===== src/common/load_unit_config.svh =====
// --------------------------------------------------
// load unit configuration macros
//   data and address widths
//   number of load buffer slots and id widths
//   split of the load address into cache fields
// --------------------------------------------------

`ifndef LOAD_UNIT_CONFIG_SVH
`define LOAD_UNIT_CONFIG_SVH

// width of a data word and of a load address
`define LU_XLEN 64
`define LU_ADDR_WIDTH 32

// outstanding loads, the slot id must encode all of them
`define LU_NR_LDBUF 4
`define LU_LDBUF_ID_BITS 2

// scoreboard transaction id width
`define LU_TRANS_ID_BITS 3

// cache address split, index in the low bits and tag above it
`define LU_INDEX_WIDTH 12
`define LU_TAG_WIDTH 20
`define LU_OFFSET_BITS 3

`endif

===== src/common/load_unit_pkg.sv =====
// --------------------------------------------------
// load unit package
//   load operation encoding
//   issue, slot, cache and writeback structs
//   transfer size function for the cache request
// --------------------------------------------------

`include "load_unit_config.svh"

package load_unit_pkg;

  // kinds of integer load, the U variants zero-extend
  typedef enum logic [2:0] {
    LD,
    LW,
    LWU,
    LH,
    LHU,
    LB,
    LBU
  } ld_op_e;

  // a load as handed over by the issue stage
  typedef struct packed {
    logic [`LU_ADDR_WIDTH-1:0]    vaddr;
    logic [(`LU_XLEN/8)-1:0]      be;
    ld_op_e                       op;
    logic [`LU_TRANS_ID_BITS-1:0] trans_id;
  } lsu_req_t;

  // what an outstanding load needs to be finished when its data returns
  typedef struct packed {
    logic [`LU_TRANS_ID_BITS-1:0] trans_id;
    logic [`LU_OFFSET_BITS-1:0]   addr_offset;
    ld_op_e                       op;
  } ldbuf_entry_t;

  // request side of the data cache port
  typedef struct packed {
    logic                         data_req;
    logic [`LU_INDEX_WIDTH-1:0]   address_index;
    logic [`LU_TAG_WIDTH-1:0]     address_tag;
    logic [(`LU_XLEN/8)-1:0]      data_be;
    logic [1:0]                   data_size;
    logic [`LU_LDBUF_ID_BITS-1:0] data_id;
    logic                         kill_req;
    logic                         tag_valid;
  } dcache_req_t;

  // response side of the data cache port
  typedef struct packed {
    logic                         data_gnt;
    logic                         data_rvalid;
    logic [`LU_LDBUF_ID_BITS-1:0] data_rid;
    logic [`LU_XLEN-1:0]          data_rdata;
  } dcache_rsp_t;

  // writeback towards the scoreboard
  typedef struct packed {
    logic                         valid;
    logic [`LU_TRANS_ID_BITS-1:0] trans_id;
    logic [`LU_XLEN-1:0]          result;
  } ld_result_t;

  // size code of the cache port: 0 byte, 1 half, 2 word, 3 double
  function automatic logic [1:0] transfer_size(ld_op_e op);
    case (op)
      LW, LWU: return 2'b10;
      LH, LHU: return 2'b01;
      LB, LBU: return 2'b00;
      default: return 2'b11;
    endcase
  endfunction

endpackage


===== src/load_unit.sv =====
// --------------------------------------------------
// load unit top level
//   request controller towards the data cache
//   buffer of outstanding load slots
//   response aligner and writeback
// --------------------------------------------------

`timescale 1ns/1ps
`include "load_unit_config.svh"

module load_unit (
  input  logic                       clk_i,
  input  logic                       rst_ni,
  input  logic                       flush_i,
  // issue stage
  input  logic                       valid_i,
  input  load_unit_pkg::lsu_req_t    req_i,
  output logic                       pop_o,
  // data cache port
  input  load_unit_pkg::dcache_rsp_t rsp_i,
  output load_unit_pkg::dcache_req_t req_o,
  // writeback
  output load_unit_pkg::ld_result_t  wb_o
);

  // slot state seen by the controller and the aligner
  logic [`LU_NR_LDBUF-1:0]                   slot_valid;
  logic [`LU_NR_LDBUF-1:0]                   slot_flushed;
  load_unit_pkg::ldbuf_entry_t [`LU_NR_LDBUF-1:0] slot_entries;

  // allocation from the request side
  logic                         alloc_we;
  logic [`LU_LDBUF_ID_BITS-1:0] alloc_id;
  load_unit_pkg::ldbuf_entry_t  alloc_entry;
  logic                         flush_all;

  // release from the response side
  logic                         free_we;
  logic [`LU_LDBUF_ID_BITS-1:0] free_id;

  load_req_ctrl i_load_req_ctrl (
    .clk_i        (clk_i),
    .rst_ni       (rst_ni),
    .flush_i      (flush_i),
    .valid_i      (valid_i),
    .req_i        (req_i),
    .gnt_i        (rsp_i.data_gnt),
    .slot_valid_i (slot_valid),
    .pop_o        (pop_o),
    .req_o        (req_o),
    .alloc_we_o   (alloc_we),
    .alloc_id_o   (alloc_id),
    .alloc_entry_o(alloc_entry),
    .flush_all_o  (flush_all)
  );

  // --------------------------------------------------
  // outstanding load slots
  // --------------------------------------------------
  for (genvar i = 0; i < `LU_NR_LDBUF; i++) begin : gen_slot
    // each slot only reacts to strobes addressed to its own number
    logic slot_we;
    logic slot_free;

    assign slot_we   = alloc_we && (alloc_id == `LU_LDBUF_ID_BITS'(i));
    assign slot_free = free_we && (free_id == `LU_LDBUF_ID_BITS'(i));

    ldbuf_slot i_ldbuf_slot (
      .clk_i    (clk_i),
      .rst_ni   (rst_ni),
      .we_i     (slot_we),
      .free_i   (slot_free),
      .flush_i  (flush_all),
      .entry_i  (alloc_entry),
      .valid_o  (slot_valid[i]),
      .flushed_o(slot_flushed[i]),
      .entry_o  (slot_entries[i])
    );
  end

  load_rsp_align i_load_rsp_align (
    .rsp_i    (rsp_i),
    .entries_i(slot_entries),
    .flushed_i(slot_flushed),
    .free_we_o(free_we),
    .free_id_o(free_id),
    .wb_o     (wb_o)
  );

endmodule


===== src/load_rsp_align.sv =====
// --------------------------------------------------
// load response aligner
//   slot lookup by response id and slot release
//   byte realignment and sign or zero extension
//   writeback valid with flushed slots dropped
// --------------------------------------------------

`timescale 1ns/1ps
`include "load_unit_config.svh"

module load_rsp_align (
  input  load_unit_pkg::dcache_rsp_t                    rsp_i,
  input  load_unit_pkg::ldbuf_entry_t [`LU_NR_LDBUF-1:0] entries_i,
  input  logic [`LU_NR_LDBUF-1:0]                       flushed_i,
  output logic                                          free_we_o,
  output logic [`LU_LDBUF_ID_BITS-1:0]                  free_id_o,
  output load_unit_pkg::ld_result_t                     wb_o
);

  load_unit_pkg::ldbuf_entry_t sel;
  logic [`LU_XLEN-1:0]         shifted;
  logic [(`LU_XLEN/8)-1:0]     sign_bits;
  logic [`LU_OFFSET_BITS-1:0]  sign_offset;
  logic                        is_signed;
  logic                        sign_bit;

  // --------------------------------------------------
  // slot lookup
  // --------------------------------------------------
  assign sel = entries_i[rsp_i.data_rid];

  // the answered slot is released whether or not it was flushed
  assign free_we_o = rsp_i.data_rvalid;
  assign free_id_o = rsp_i.data_rid;

  // --------------------------------------------------
  // realignment and extension
  // --------------------------------------------------
  // move the addressed byte down to bit 0
  assign shifted = rsp_i.data_rdata >> {sel.addr_offset, 3'b000};

  // top bit of every byte, one of them is the sign of the loaded field
  for (genvar i = 0; i < `LU_XLEN / 8; i++) begin : gen_sign_bits
    assign sign_bits[i] = rsp_i.data_rdata[8*i+7];
  end

  assign is_signed = sel.op inside {load_unit_pkg::LW, load_unit_pkg::LH, load_unit_pkg::LB};

  // the byte holding the sign is the highest byte of the field
  always_comb begin
    case (sel.op)
      load_unit_pkg::LW, load_unit_pkg::LWU: sign_offset = sel.addr_offset + 3'd3;
      load_unit_pkg::LH, load_unit_pkg::LHU: sign_offset = sel.addr_offset + 3'd1;
      default:                               sign_offset = sel.addr_offset;
    endcase
  end

  // picked beside the shifter instead of after it, unsigned loads force zero
  assign sign_bit = is_signed & sign_bits[sign_offset];

  always_comb begin
    wb_o.valid    = rsp_i.data_rvalid && !flushed_i[rsp_i.data_rid];
    wb_o.trans_id = sel.trans_id;
    case (sel.op)
      load_unit_pkg::LW, load_unit_pkg::LWU: begin
        wb_o.result = {{(`LU_XLEN-32){sign_bit}}, shifted[31:0]};
      end
      load_unit_pkg::LH, load_unit_pkg::LHU: begin
        wb_o.result = {{(`LU_XLEN-16){sign_bit}}, shifted[15:0]};
      end
      load_unit_pkg::LB, load_unit_pkg::LBU: begin
        wb_o.result = {{(`LU_XLEN-8){sign_bit}}, shifted[7:0]};
      end
      // a double word is already in place
      default: wb_o.result = shifted;
    endcase
  end

endmodule


===== src/load_req_ctrl.sv =====
// --------------------------------------------------
// load request controller
//   request FSM with grant handshake and tag cycle
//   lowest free slot selection
//   tag register and flush kill sequence
// --------------------------------------------------

`timescale 1ns/1ps
`include "load_unit_config.svh"

module load_req_ctrl (
  input  logic                         clk_i,
  input  logic                         rst_ni,
  input  logic                         flush_i,
  input  logic                         valid_i,
  input  load_unit_pkg::lsu_req_t      req_i,
  input  logic                         gnt_i,
  input  logic [`LU_NR_LDBUF-1:0]      slot_valid_i,
  output logic                         pop_o,
  output load_unit_pkg::dcache_req_t   req_o,
  output logic                         alloc_we_o,
  output logic [`LU_LDBUF_ID_BITS-1:0] alloc_id_o,
  output load_unit_pkg::ldbuf_entry_t  alloc_entry_o,
  output logic                         flush_all_o
);

  typedef enum logic [1:0] {
    IDLE,
    WAIT_GNT,
    SEND_TAG,
    WAIT_FLUSH
  } state_e;

  state_e state_d, state_q;

  logic                         full;
  logic                         accept;
  logic                         granted;
  logic [`LU_LDBUF_ID_BITS-1:0] free_id;
  logic [`LU_TAG_WIDTH-1:0]     tag_q;

  // --------------------------------------------------
  // free slot selection
  // --------------------------------------------------
  assign full = &slot_valid_i;

  // scan from the top so that the lowest free slot wins
  always_comb begin
    free_id = '0;
    for (int i = `LU_NR_LDBUF - 1; i >= 0; i--) begin
      if (!slot_valid_i[i]) begin
        free_id = `LU_LDBUF_ID_BITS'(i);
      end
    end
  end

  // a new load starts only with a free slot and outside a flush cycle
  assign accept = valid_i && !full && !flush_i;

  // --------------------------------------------------
  // request FSM
  // --------------------------------------------------
  always_comb begin
    state_d = state_q;

    // index, byte enables and size come straight from the issued load
    req_o.data_req      = 1'b0;
    req_o.address_index = req_i.vaddr[`LU_INDEX_WIDTH-1:0];
    req_o.address_tag   = tag_q;
    req_o.data_be       = req_i.be;
    req_o.data_size     = load_unit_pkg::transfer_size(req_i.op);
    req_o.data_id       = free_id;
    req_o.kill_req      = 1'b0;
    req_o.tag_valid     = 1'b0;

    case (state_q)
      IDLE: begin
        if (accept) begin
          req_o.data_req = 1'b1;
          state_d        = gnt_i ? SEND_TAG : WAIT_GNT;
        end
      end

      // the request stays up until the cache grants it
      WAIT_GNT: begin
        req_o.data_req = 1'b1;
        if (gnt_i) begin
          state_d = SEND_TAG;
        end
      end

      // the tag of last cycle's grant goes out, and the next load may start
      SEND_TAG: begin
        req_o.tag_valid = 1'b1;
        state_d         = IDLE;
        if (accept) begin
          req_o.data_req = 1'b1;
          state_d        = gnt_i ? SEND_TAG : WAIT_GNT;
        end
      end

      // kill whatever request the cache may still hold
      WAIT_FLUSH: begin
        req_o.kill_req  = 1'b1;
        req_o.tag_valid = 1'b1;
        state_d         = IDLE;
      end

      default: state_d = IDLE;
    endcase

    // a flush withdraws a pending request, the kill follows next cycle
    if (flush_i) begin
      req_o.data_req = 1'b0;
      state_d        = WAIT_FLUSH;
    end
  end

  // the load leaves the issue stage in its grant cycle
  assign granted = req_o.data_req && gnt_i;
  assign pop_o   = granted;

  // --------------------------------------------------
  // slot allocation
  // --------------------------------------------------
  assign alloc_we_o                = granted;
  assign alloc_id_o                = free_id;
  assign alloc_entry_o.trans_id    = req_i.trans_id;
  assign alloc_entry_o.addr_offset = req_i.vaddr[`LU_OFFSET_BITS-1:0];
  assign alloc_entry_o.op          = req_i.op;

  // every occupied slot is marked in the flush cycle
  assign flush_all_o = flush_i;

  always_ff @(posedge clk_i or negedge rst_ni) begin
    if (!rst_ni) begin
      state_q <= IDLE;
    end else begin
      state_q <= state_d;
    end
  end

  // tag bits sit above the index and are sent one cycle after the grant
  always_ff @(posedge clk_i) begin
    if (granted) begin
      tag_q <= req_i.vaddr[`LU_INDEX_WIDTH+`LU_TAG_WIDTH-1:`LU_INDEX_WIDTH];
    end
  end

endmodule


===== src/load_buffer/ldbuf_slot.sv =====
// --------------------------------------------------
// one outstanding load slot
//   valid and flushed flags
//   stored entry for the response side
// --------------------------------------------------

`timescale 1ns/1ps

module ldbuf_slot (
  input  logic                        clk_i,
  input  logic                        rst_ni,
  input  logic                        we_i,
  input  logic                        free_i,
  input  logic                        flush_i,
  input  load_unit_pkg::ldbuf_entry_t entry_i,
  output logic                        valid_o,
  output logic                        flushed_o,
  output load_unit_pkg::ldbuf_entry_t entry_o
);

  logic                        valid_q;
  logic                        flushed_q;
  load_unit_pkg::ldbuf_entry_t entry_q;

  always_ff @(posedge clk_i or negedge rst_ni) begin
    if (!rst_ni) begin
      valid_q   <= 1'b0;
      flushed_q <= 1'b0;
    end else if (we_i) begin
      // a new load always starts clean, even in a flush cycle
      valid_q   <= 1'b1;
      flushed_q <= 1'b0;
    end else begin
      if (free_i) begin
        valid_q <= 1'b0;
      end
      // stays valid so that the late response can still free the slot
      if (flush_i && valid_q) begin
        flushed_q <= 1'b1;
      end
    end
  end

  always_ff @(posedge clk_i) begin
    if (we_i) begin
      entry_q <= entry_i;
    end
  end

  assign valid_o   = valid_q;
  assign flushed_o = flushed_q;
  assign entry_o   = entry_q;

endmodule


===== config.mk =====
export PLATFORM = sky130hd
export DESIGN_NAME = load_unit
export DESIGN_NICKNAME = d
export VERILOG_FILES = /design/src/common/load_unit_pkg.sv /design/src/load_unit.sv /design/src/load_rsp_align.sv /design/src/load_req_ctrl.sv /design/src/load_buffer/ldbuf_slot.sv
export VERILOG_INCLUDE_DIRS = /design/src /design/src/common
export SDC_FILE = /design/constraint.sdc
export NUM_CORES = 1
export LEC_CHECK = 0
export BUFFER_PORTS_ARGS = -buffer_cell sky130_fd_sc_hd__buf_4
export CORE_ASPECT_RATIO = 0.8
export CORE_MARGIN = 8
export CORE_UTILIZATION = 35
export CTS_CLUSTER_DIAMETER = 100
export DETAILED_ROUTE_END_ITERATION = 8
export GPL_TIMING_DRIVEN = 0
export PLACE_DENSITY_LB_ADDON = 0.3
export SLEW_MARGIN = 20
export SYNTH_ARGS = -nofsm -noshare
export SYNTH_HDL_FRONTEND = slang
export SYNTH_SLANG_ARGS = --single-unit
export TNS_END_PERCENT = 5

===== constraint.sdc =====
create_clock -name clk_i -period 8.74 [get_ports clk_i]
set_input_delay 0.437 -clock clk_i [delete_from_list [all_inputs] [get_ports clk_i]]
set_output_delay 0.437 -clock clk_i [all_outputs]
set_load 0.05 [all_outputs]

### Word level (Yosys, flattened, before mapping)

Index checks and enable logic that the tools add are counted.
W data, S select, Z words.

* logic and storage cells: 132
* output and inout bits: 116
* flip-flop bits (word level): 66
* input port bits: 118

* shift-type cells: 1
* add/subtract/negate cells: 2
* bitwise gates (word level): 1
* $lt $le $gt $ge: 2
* equality and inequality tests: 23
* reductions and logical operators: 41
* multiplexer cells: 40

Operator list (count)
* $pmux W64 S3: 1
* $shr A64 B6 Y64: 1
* $mux W1: 22
* $bmux W9 S2: 1
* $eq A3 B3 Y1 const B: 6
* $mux W2: 9
* $logic_and A1 B1 Y1: 16
* $reduce_bool A2 Y1: 8
* $reduce_or A2 Y1: 8
* $eq A2 B2 Y1 const B: 6
* $eq A3 B2 Y1 const B: 4
* $mux W9: 1
* $pmux W2 S4: 1
* $eq A2 B1 Y1 const B: 3
* $eq A3 B1 Y1 const B: 2
* $logic_not A2 Y1: 3
* $pmux W2 S3: 1
* $pmux W3 S2: 1
* $lt A3 B4 Y1 const B: 1
* $reduce_and A4 Y1: 1
* $add A3 B1 Y3 const B: 1
* $add A3 B2 Y3 const B: 1
* $bmux W1 S3: 1
* $logic_not A1 Y1: 3
* 8 further kinds: 8

### Depth between registers and ports, before layout

Gate-level depths: netlist (run 1).

* depth after elaboration: 10
* mapped depth: 13
* mapped depth without buffers: 8

### Cells and area by module

Synthesis (run 1) repeated with hierarchy kept, for this count alone.

* cell total of the unflattened synthesis: 485
* area total of the unflattened synthesis: 5031.1 µm²

Modules (own cells, without submodules)
* load_rsp_align: cells each 333, times used 1, area each 2476.1 µm², sequential area each 0.0 µm²
* ldbuf_slot: cells each 15, times used 4, area each 340.3 µm², sequential area each 320.3 µm²
* load_req_ctrl: cells each 84, times used 1, area each 1118.6 µm², sequential area each 650.6 µm²
* load_unit: cells each 8, times used 1, area each 75.1 µm², sequential area each 0.0 µm²

### Least setup slack after synthesis (run 1)

No wires, ideal clock.

* path kind: in2out
* start point: input port rsp_i[64] (netlist name)
* end point: output port wb_o[16] (netlist name)
* required time: 8.303 ns
* stages on the path: 12
* arrival: 3.921 ns
* buffers on the path: 5
* setup slack: 4.382 ns
* cells stage by stage: buf_6 -> buf_4 -> mux4_2 -> buf_2 -> inv_1 -> clkbuf_1 -> fa_1 -> mux4_2 -> nand2b_1 -> a2bb2oi_2 -> buf_2 -> a31oi_1

RTL lines
* start: declaration: RTL line load_unit.sv:20 `input load_unit_pkg::dcache_rsp_t rsp_i,`
* end: declaration: RTL line load_unit.sv:23 `output load_unit_pkg::ld_result_t wb_o`

==> impl_metrics.env, run 1 <==
export IMPL_cts_sinks=66
export IMPL_fp_dieW_um=149
export IMPL_fin_util_pct=52.0
export IMPL_drt_iter0_drc=502
export IMPL_worstSetupStartpointType="input port"
export IMPL_synth_cells=452
export IMPL_end_kind="output pin"
export IMPL_synth_fp_nets=571
export IMPL_cts_made_buffers=9
export IMPL_start_util_pct=36.0
export IMPL_hold_viol_final=0
export IMPL_drt_wl_total_mm=20.1
export IMPL_setup_violations_final=0
export IMPL_min_path_type="input port to flip-flop"
export IMPL_cts_buffer_depth=2
export IMPL_wl_per_cell_um=23.2
export IMPL_postCtsSetupBuffers=0
export IMPL_clock_root_buffer="clkbuf_16"
export IMPL_synthDistinctLibCells=49
export IMPL_worstSetupPathType="input port to output pin"
export IMPL_rsz0062_at_grt="no"
export IMPL_core_area_um2=13700
export IMPL_ys_seq_elements=66
export IMPL_ff2ff_setup_slack_ps=6460
export IMPL_cts_tree="built"
export IMPL_grt_use_total_pct=21.1
export IMPL_synth_area_um2=4940
export IMPL_place_area_um2=6790
export IMPL_cap_violations=0
export IMPL_grt_pass1_wl_mm=29.9
export IMPL_num_antenna_cells=0
export IMPL_period_share_pct=55.0
export IMPL_async_flop_share_pct=15.2
export IMPL_clock_latency_ps=320
export IMPL_grt_pass1_vias=5138
export IMPL_path_clk_slew_ps=50
export IMPL_route_vias_total=4947
export IMPL_io_pins=234
export IMPL_htree_levels=3
export IMPL_avgViaCountPerCell=5.72
export IMPL_syn_avg_cell_area_um2=10.9
export IMPL_cellLeakagePower_nw=3.17
export IMPL_ys_seq_area_share_pct=39.1
export IMPL_cts_resized=0
export IMPL_worst_slew_pin_slew_ps=1010
export IMPL_die_area_um2=18200
export IMPL_layout_nets=799
export IMPL_firstDrtPassIters=5
export IMPL_dp_hpwl_mm=15.7
export IMPL_overflow=0
export IMPL_clock_skew_ps=8.79
export IMPL_syn2layout_area_growth_pct=44.3
export IMPL_drive_above_1_share_pct=47.7
export IMPL_fmax_ghz=0.208
export IMPL_drtAntennaViolNets=0
export IMPL_die_height_um=122
export IMPL_gp_congestion=0.924
export IMPL_cp_required_ps=8300
export IMPL_holdBufCountCts=1
export IMPL_port_buffers=214
export IMPL_power_density_nw_per_um2=190
export IMPL_antenna_found_initial=0
export IMPL_setup_tns_ps=0
export IMPL_fin_area_um2=7120
export IMPL_period_needed_ps=4810
export IMPL_drcViolationCount=0
export IMPL_synth_edff_count=56
export IMPL_grt_max_degree=22
export IMPL_cp_arrival_ps=4370
export IMPL_timing_slew_headroom_pct=32.7
export IMPL_std_cell_rows=38
export IMPL_synth_ff_type="edfxtp_1"
export IMPL_ir_drop_mv=0.134
export IMPL_outcome="complete, no violations"
export IMPL_final_max_slew_viol_count=0
export IMPL_hold_worst_slack_ps=293
export IMPL_power_total_mw=1.36
export IMPL_cp_max_fo=10
export IMPL_ys_warn_count=0
[worst paths after layout]
path                                                                startpoint                                        endpoint  cells past startpoint
worst min register to register  gen_slot[1].i_ldbuf_slot.flushed_o$_DFFE_PN0P_  gen_slot[1].i_ldbuf_slot.flushed_o$_DFFE_PN0P_                      2
worst max-delay path                                                 rsp_i[64]                                        wb_o[17]                     13
worst max register to register    gen_slot[1].i_ldbuf_slot.valid_o$_DFFE_PN0P_   gen_slot[0].i_ldbuf_slot.entry_o[0]$_DFFE_PP_                      4
max in group asynchronous                                               rst_ni    gen_slot[0].i_ldbuf_slot.valid_o$_DFFE_PN0P_                      2
worst min-delay path                                                 req_i[34]              i_load_req_ctrl.tag_q[8]$_DFFE_PP_                      1
min in group asynchronous                                               rst_ni  gen_slot[3].i_ldbuf_slot.flushed_o$_DFFE_PN0P_                      2
[routing by layer]
| metal | vias to the layer above | GRT usage (%) | wire length (um) |
|---|---|---|---|
| met5 | - | 0 | 0 |
| met4 | 0 | 5.60 | 346 |
| met2 | 312 | 33.8 | 9500 |
| met3 | 28 | 6.00 | 2080 |
| li1 | 2187 | - | - |
| met1 | 2420 | 27.6 | 8130 |
[report_power, final]
group	leakage (nW)	internal, mW	switching (mW)
registers	0.625	0.361	0.0116
clock network	0.160	0.242	0.126
logic	2.38	0.203	0.412
[through the flow]
step	worst slack [ps]	std cells
global placement	4020	846
floorplan	4380	452
global route	3720	865
CTS	3960	865
detailed placement	3970	848
finish	3930	865
[cells in the mapped netlist (3+ instances only)]
master     instances  area share [%]
mux4_2            27              12
edfxtp_1          56              34
mux2_2             8             1.8
buf_2             13             1.3
o2bb2ai_1         14             2.5
inv_1              6            0.46
buf_4             26             4.0
buf_1              4            0.30
nor3_1             4            0.41
a21oi_1            5            0.51
clkbuf_1          13            0.99
a32oi_1            8             1.4
nand3_1           16             1.6
buf_6              4            0.91
nand3_2           10             2.0
nand2b_1           6            0.76
o211ai_1          16             2.4
a211oi_1          14             2.1
nor2b_1            3            0.38
nand2_1           69             5.2
mux2i_1           45             9.1
a31oi_1           18             2.3
nor2_1            22             1.7
dfrtp_1           10             5.1
[worst max-delay path, cell delays in order]
cell and delay, ps:
buf_6 100, buf_4 210, mux4_2 580, buf_2 240, inv_1 230, clkbuf_1 580
fa_1 610, mux4_2 330, nand2b_1 100, a2bb2oi_2 200, buf_2 290, a31oi_1 180
buf_4 260
[layout make-up]
| class | instances | area, um2 |
|---|---|---|
| Tap cell | 180 | 225 |
| Timing Repair Buffer | 217 | 1630 |
| Sequential cell | 66 | 1930 |
| Inverter | 7 | 26.3 |
| Buffer | 60 | 369 |
| Clock inverter | 2 | 12.5 |
| Fill cell | 1266 | 6570 |
| Multi-Input combinational cell | 319 | 2620 |
| Clock buffer | 14 | 307 |
[flip-flops by register name, summed over array words and instances, names as in the netlist]
signal	cells
gen_slot.i_ldbuf_slot.entry_o	36
i_load_req_ctrl.tag_q	20
gen_slot.i_ldbuf_slot.flushed_o	4
gen_slot.i_ldbuf_slot.valid_o	4
i_load_req_ctrl.state_q	2
[cells in the final DEF, fill, tap and decap left out, types with 5 or more instances in the layout]
cell	instances
buf_4	242
nand2_1	69
edfxtp_1	56
mux2i_1	45
mux4_2	27
nor2_1	22
a31oi_1	18
nand3_1	16
o211ai_1	16
clkbuf_1	14
a211oi_1	14
o2bb2ai_1	14
buf_2	13
clkbuf_16	11
nand3_2	10
dfrtp_1	10
mux2_2	8
a32oi_1	8
inv_1	6
nand2b_1	6
a21oi_1	5
[logic make-up after synthesis]
logic type / share of synthesized area (%)
simple gates: 13.8
compound gates: 14.6
xor+xnor: 0.710
buf+inv: 8.01
fa+ha+maj: 0.406
flops: 39.1
mux: 23.3
No activity file was read; power rests on OpenSTA's default activity.
==> inputs of run 2 (changes only) <==
ABC_AREA = 1   (was not set)
clock period = 4.65 ns   (was 8.74 ns; I/O delays follow)
==> impl_metrics.env, run 2 <==
export IMPL_die_area_um2=18200
export IMPL_worstSetupStartpointType="input port"
export IMPL_cts_tree="built"
export IMPL_syn_avg_cell_area_um2=7.31
export IMPL_worst_slew_pin_slew_ps=834
export IMPL_cts_made_buffers=9
export IMPL_setup_violations_final=0
export IMPL_timing_slew_headroom_pct=44.4
export IMPL_yosys_area_top_type="edfxtp_1"
export IMPL_cts_resized=0
export IMPL_yosys_top_cells_area="edfxtp_1 34%, nand2_1 15%, o21ai_0 9.1%"
export IMPL_end_kind="output pin"
export IMPL_setup_tns_ps=0
export IMPL_worstSetupPathType="input port to output pin"
export IMPL_fp_dieW_um=149
export IMPL_rr_startpoint="gen_slot[0].i_ldbuf_slot.valid_o$_DFFE_PN0P_"
export IMPL_layout_nets=1025
export IMPL_cap_violations=0
export IMPL_ys_seq_area_share_pct=39.1
export IMPL_min_path_type="input port to flip-flop"
export IMPL_ff2ff_setup_slack_ps=1930
export IMPL_grt_max_degree=23
export IMPL_largest_register_ffs=36
export IMPL_synth_edff_count=56
export IMPL_ys_warn_count=0
export IMPL_drive_above_1_share_pct=34.5
export IMPL_gp_congestion=1.01
export IMPL_synth_fp_nets=795
export IMPL_ys_seq_elements=66
export IMPL_multi_input_area_um2=2430
export IMPL_final_max_slew_viol_count=0
export IMPL_avgViaCountPerCell=5.20
export IMPL_path_clk_slew_ps=50
export IMPL_antenna_found_initial=0
export IMPL_hold_path_endpoint="i_load_req_ctrl.tag_q[11]$_DFFE_PP_"
export IMPL_ir_drop_mv=0.176
export IMPL_io_pins=234
export IMPL_htree_levels=3
export IMPL_synthDistinctLibCells=40
export IMPL_clock_skew_ps=4.53
export IMPL_ys_top_cells_by_count="194 x nand2_1, 90 x o21ai_0, 56 x edfxtp_1"
export IMPL_syn2layout_area_growth_pct=44.4
export IMPL_cp_required_ps=4420
export IMPL_cts_sinks=66
export IMPL_final_common_cell="buf_4"
export IMPL_start_util_pct=35.2
export IMPL_seq_area_um2=1930
export IMPL_slowest_stage="clkbuf_1"
export IMPL_mostFrequentLayoutCells="243 x buf_4, 194 x nand2_1, 90 x o21ai_0"
export IMPL_holdBufCountCts=1
export IMPL_cp_arrival_ps=3920
export IMPL_synth_ff_type="edfxtp_1"
export IMPL_rsz0062_at_grt="no"
export IMPL_min_from="req_i[37]"
export IMPL_num_antenna_cells=0
export IMPL_synth_area_um2=4940
export IMPL_die_height_um=122
export IMPL_outcome="complete, no violations"
export IMPL_std_cell_rows=39
export IMPL_drt_iter0_drc=574
export IMPL_core_area_um2=14100
export IMPL_path_cells="buf_4 -> buf_6 -> inv_2 -> nand2_1 -> o22ai_1 -> nor3_2 -> inv_2 -> buf_2 -> clkbuf_1 -> fa_1 -> nand3_1 -> nand2_1 -> nand3_1 -> nand2_1 -> nand2_2 -> nand3_2 -> buf_4 -> o21ai_1 -> buf_4"
export IMPL_port_buffers=215
export IMPL_firstDrtPassIters=5
export IMPL_fmax_ghz=0.241
export IMPL_r2r_end="gen_slot[3].i_ldbuf_slot.entry_o[7]$_DFFE_PP_"
export IMPL_async_flop_share_pct=15.2
export IMPL_grt_use_total_pct=22.0
export IMPL_cellLeakagePower_nw=3.51
export IMPL_power_total_mw=2.78
export IMPL_hold_viol_final=0
export IMPL_grt_pass1_vias=5462
export IMPL_period_share_pct=89.3
export IMPL_cts_buffer_depth=2
export IMPL_drtAntennaViolNets=0
export IMPL_wl_per_cell_um=19.3
export IMPL_yosysTopAreaCellShare_pct=34.0
export IMPL_drt_wl_total_mm=21.1
export IMPL_drcViolationCount=0
export IMPL_holdPathStages=1
export IMPL_synth_most_common_cell="nand2_1"
export IMPL_route_vias_total=5694
export IMPL_overflow=0
export IMPL_clock_latency_ps=320
export IMPL_period_needed_ps=4150
export IMPL_cp_max_fo=10
export IMPL_reg2reg_depth=7
export IMPL_synth_cells=676
export IMPL_power_density_nw_per_um2=390
export IMPL_final_fill_count=1401
export IMPL_grt_pass1_wl_mm=30.8
export IMPL_slowest_delay_ps=670
export IMPL_postCtsSetupBuffers=0
export IMPL_clock_root_buffer="clkbuf_16"
export IMPL_dp_hpwl_mm=16.6
==> run 2: cell count changes in the layout (fill, tap and decap cells not counted), sizes merged, moves of 8 or more <==
cell	before	now
mux2i	45	5
nand2	69	203
a21oi	6	17
nor3	4	12
mux2	8	0
nor2	22	31
o2bb2ai	14	0
o21ai	2	110
inv	8	61
nand3	26	56
a211oi	14	1
a31oi	18	2
mux4	27	0
a32oi	8	0
==> run 2: worst max-delay path, delay by kind of cell <==
kind                     cells  cell delay [ps]
AO/OA/AOI/OAI                2              360
adder cells (fa/ha/maj)      1              570
buffers and inverters        8             1880
AND/OR/NAND/NOR              8              880
==> run 2: how the worst max path moves through the flow <==
stage / startpoint / endpoint / slack, ps
finish: rsp_i[64] / wb_o[47] / 500
global route: rsp_i[64] / wb_o[16] / 240
CTS: rsp_i[64] / wb_o[48] / 570
detailed placement: rsp_i[64] / wb_o[48] / 540
global placement: rsp_i[64] / wb_o[48] / 570
floorplan: i_load_req_ctrl.state_q[0]$_DFFE_PN0P_ / gen_slot[3].i_ldbuf_slot.entry_o[0]$_DFFE_PP_ / 920
==> run 2: power by group <==
group	internal, mW	switching, mW	total [mW]
clock	0.462	0.215	0.677
sequential	0.693	0.0256	0.719
combinational	0.400	0.988	1.39
==> run 2: metal layers <==
metal | share of wire (%) | wire length [um] | GRT usage, %
met1 | 43 | 9160 | 29.4
met2 | 43 | 9120 | 32.9
met3 | 11 | 2410 | 7.66
met4 | 2.1 | 442 | 6.99
met5 | 0 | 0 | 0
==> run 2: through the flow <==
stage / area [um2] / instances / util, % / hold WS [ps] / setup slack (ps)
floorplan: 4940 / 676 / - / -63.1 / 923
global placement: 6790 / 1075 / 48.3 / 68.1 / 569
detailed placement: 6820 / 1078 / 48.5 / 72.8 / 540
CTS: 7130 / 1094 / 50.8 / 70.7 / 565
global route: 7130 / 1094 / 50.8 / 64.8 / 236
finish: 7130 / 1094 / 50.8 / 84.9 / 499
==> run 2: cell families (layout without fill, tap and decap cells) <==
family          count (synthesis)  in the layout  synth area share [%]
compound gates                170            170                  19.3
simple gates                  309            309                  27.8
xor+xnor                        1              1                 0.329
fa+ha+maj                       1              1                 0.405
flops                          66             66                  39.1
mux                             5              5                  1.01
buf+inv                       124            358                  12.1
==> run 2: cell type report <==
type,count,share of cell area [%]
Buffer,63,5.14
Clock buffer,11,3.26
Clock inverter,4,0.947
Inverter,61,3.21
Multi-Input combinational cell,486,34.0
Sequential cell,66,27.1
Tap cell,184,3.23
Timing Repair Buffer,219,23.1
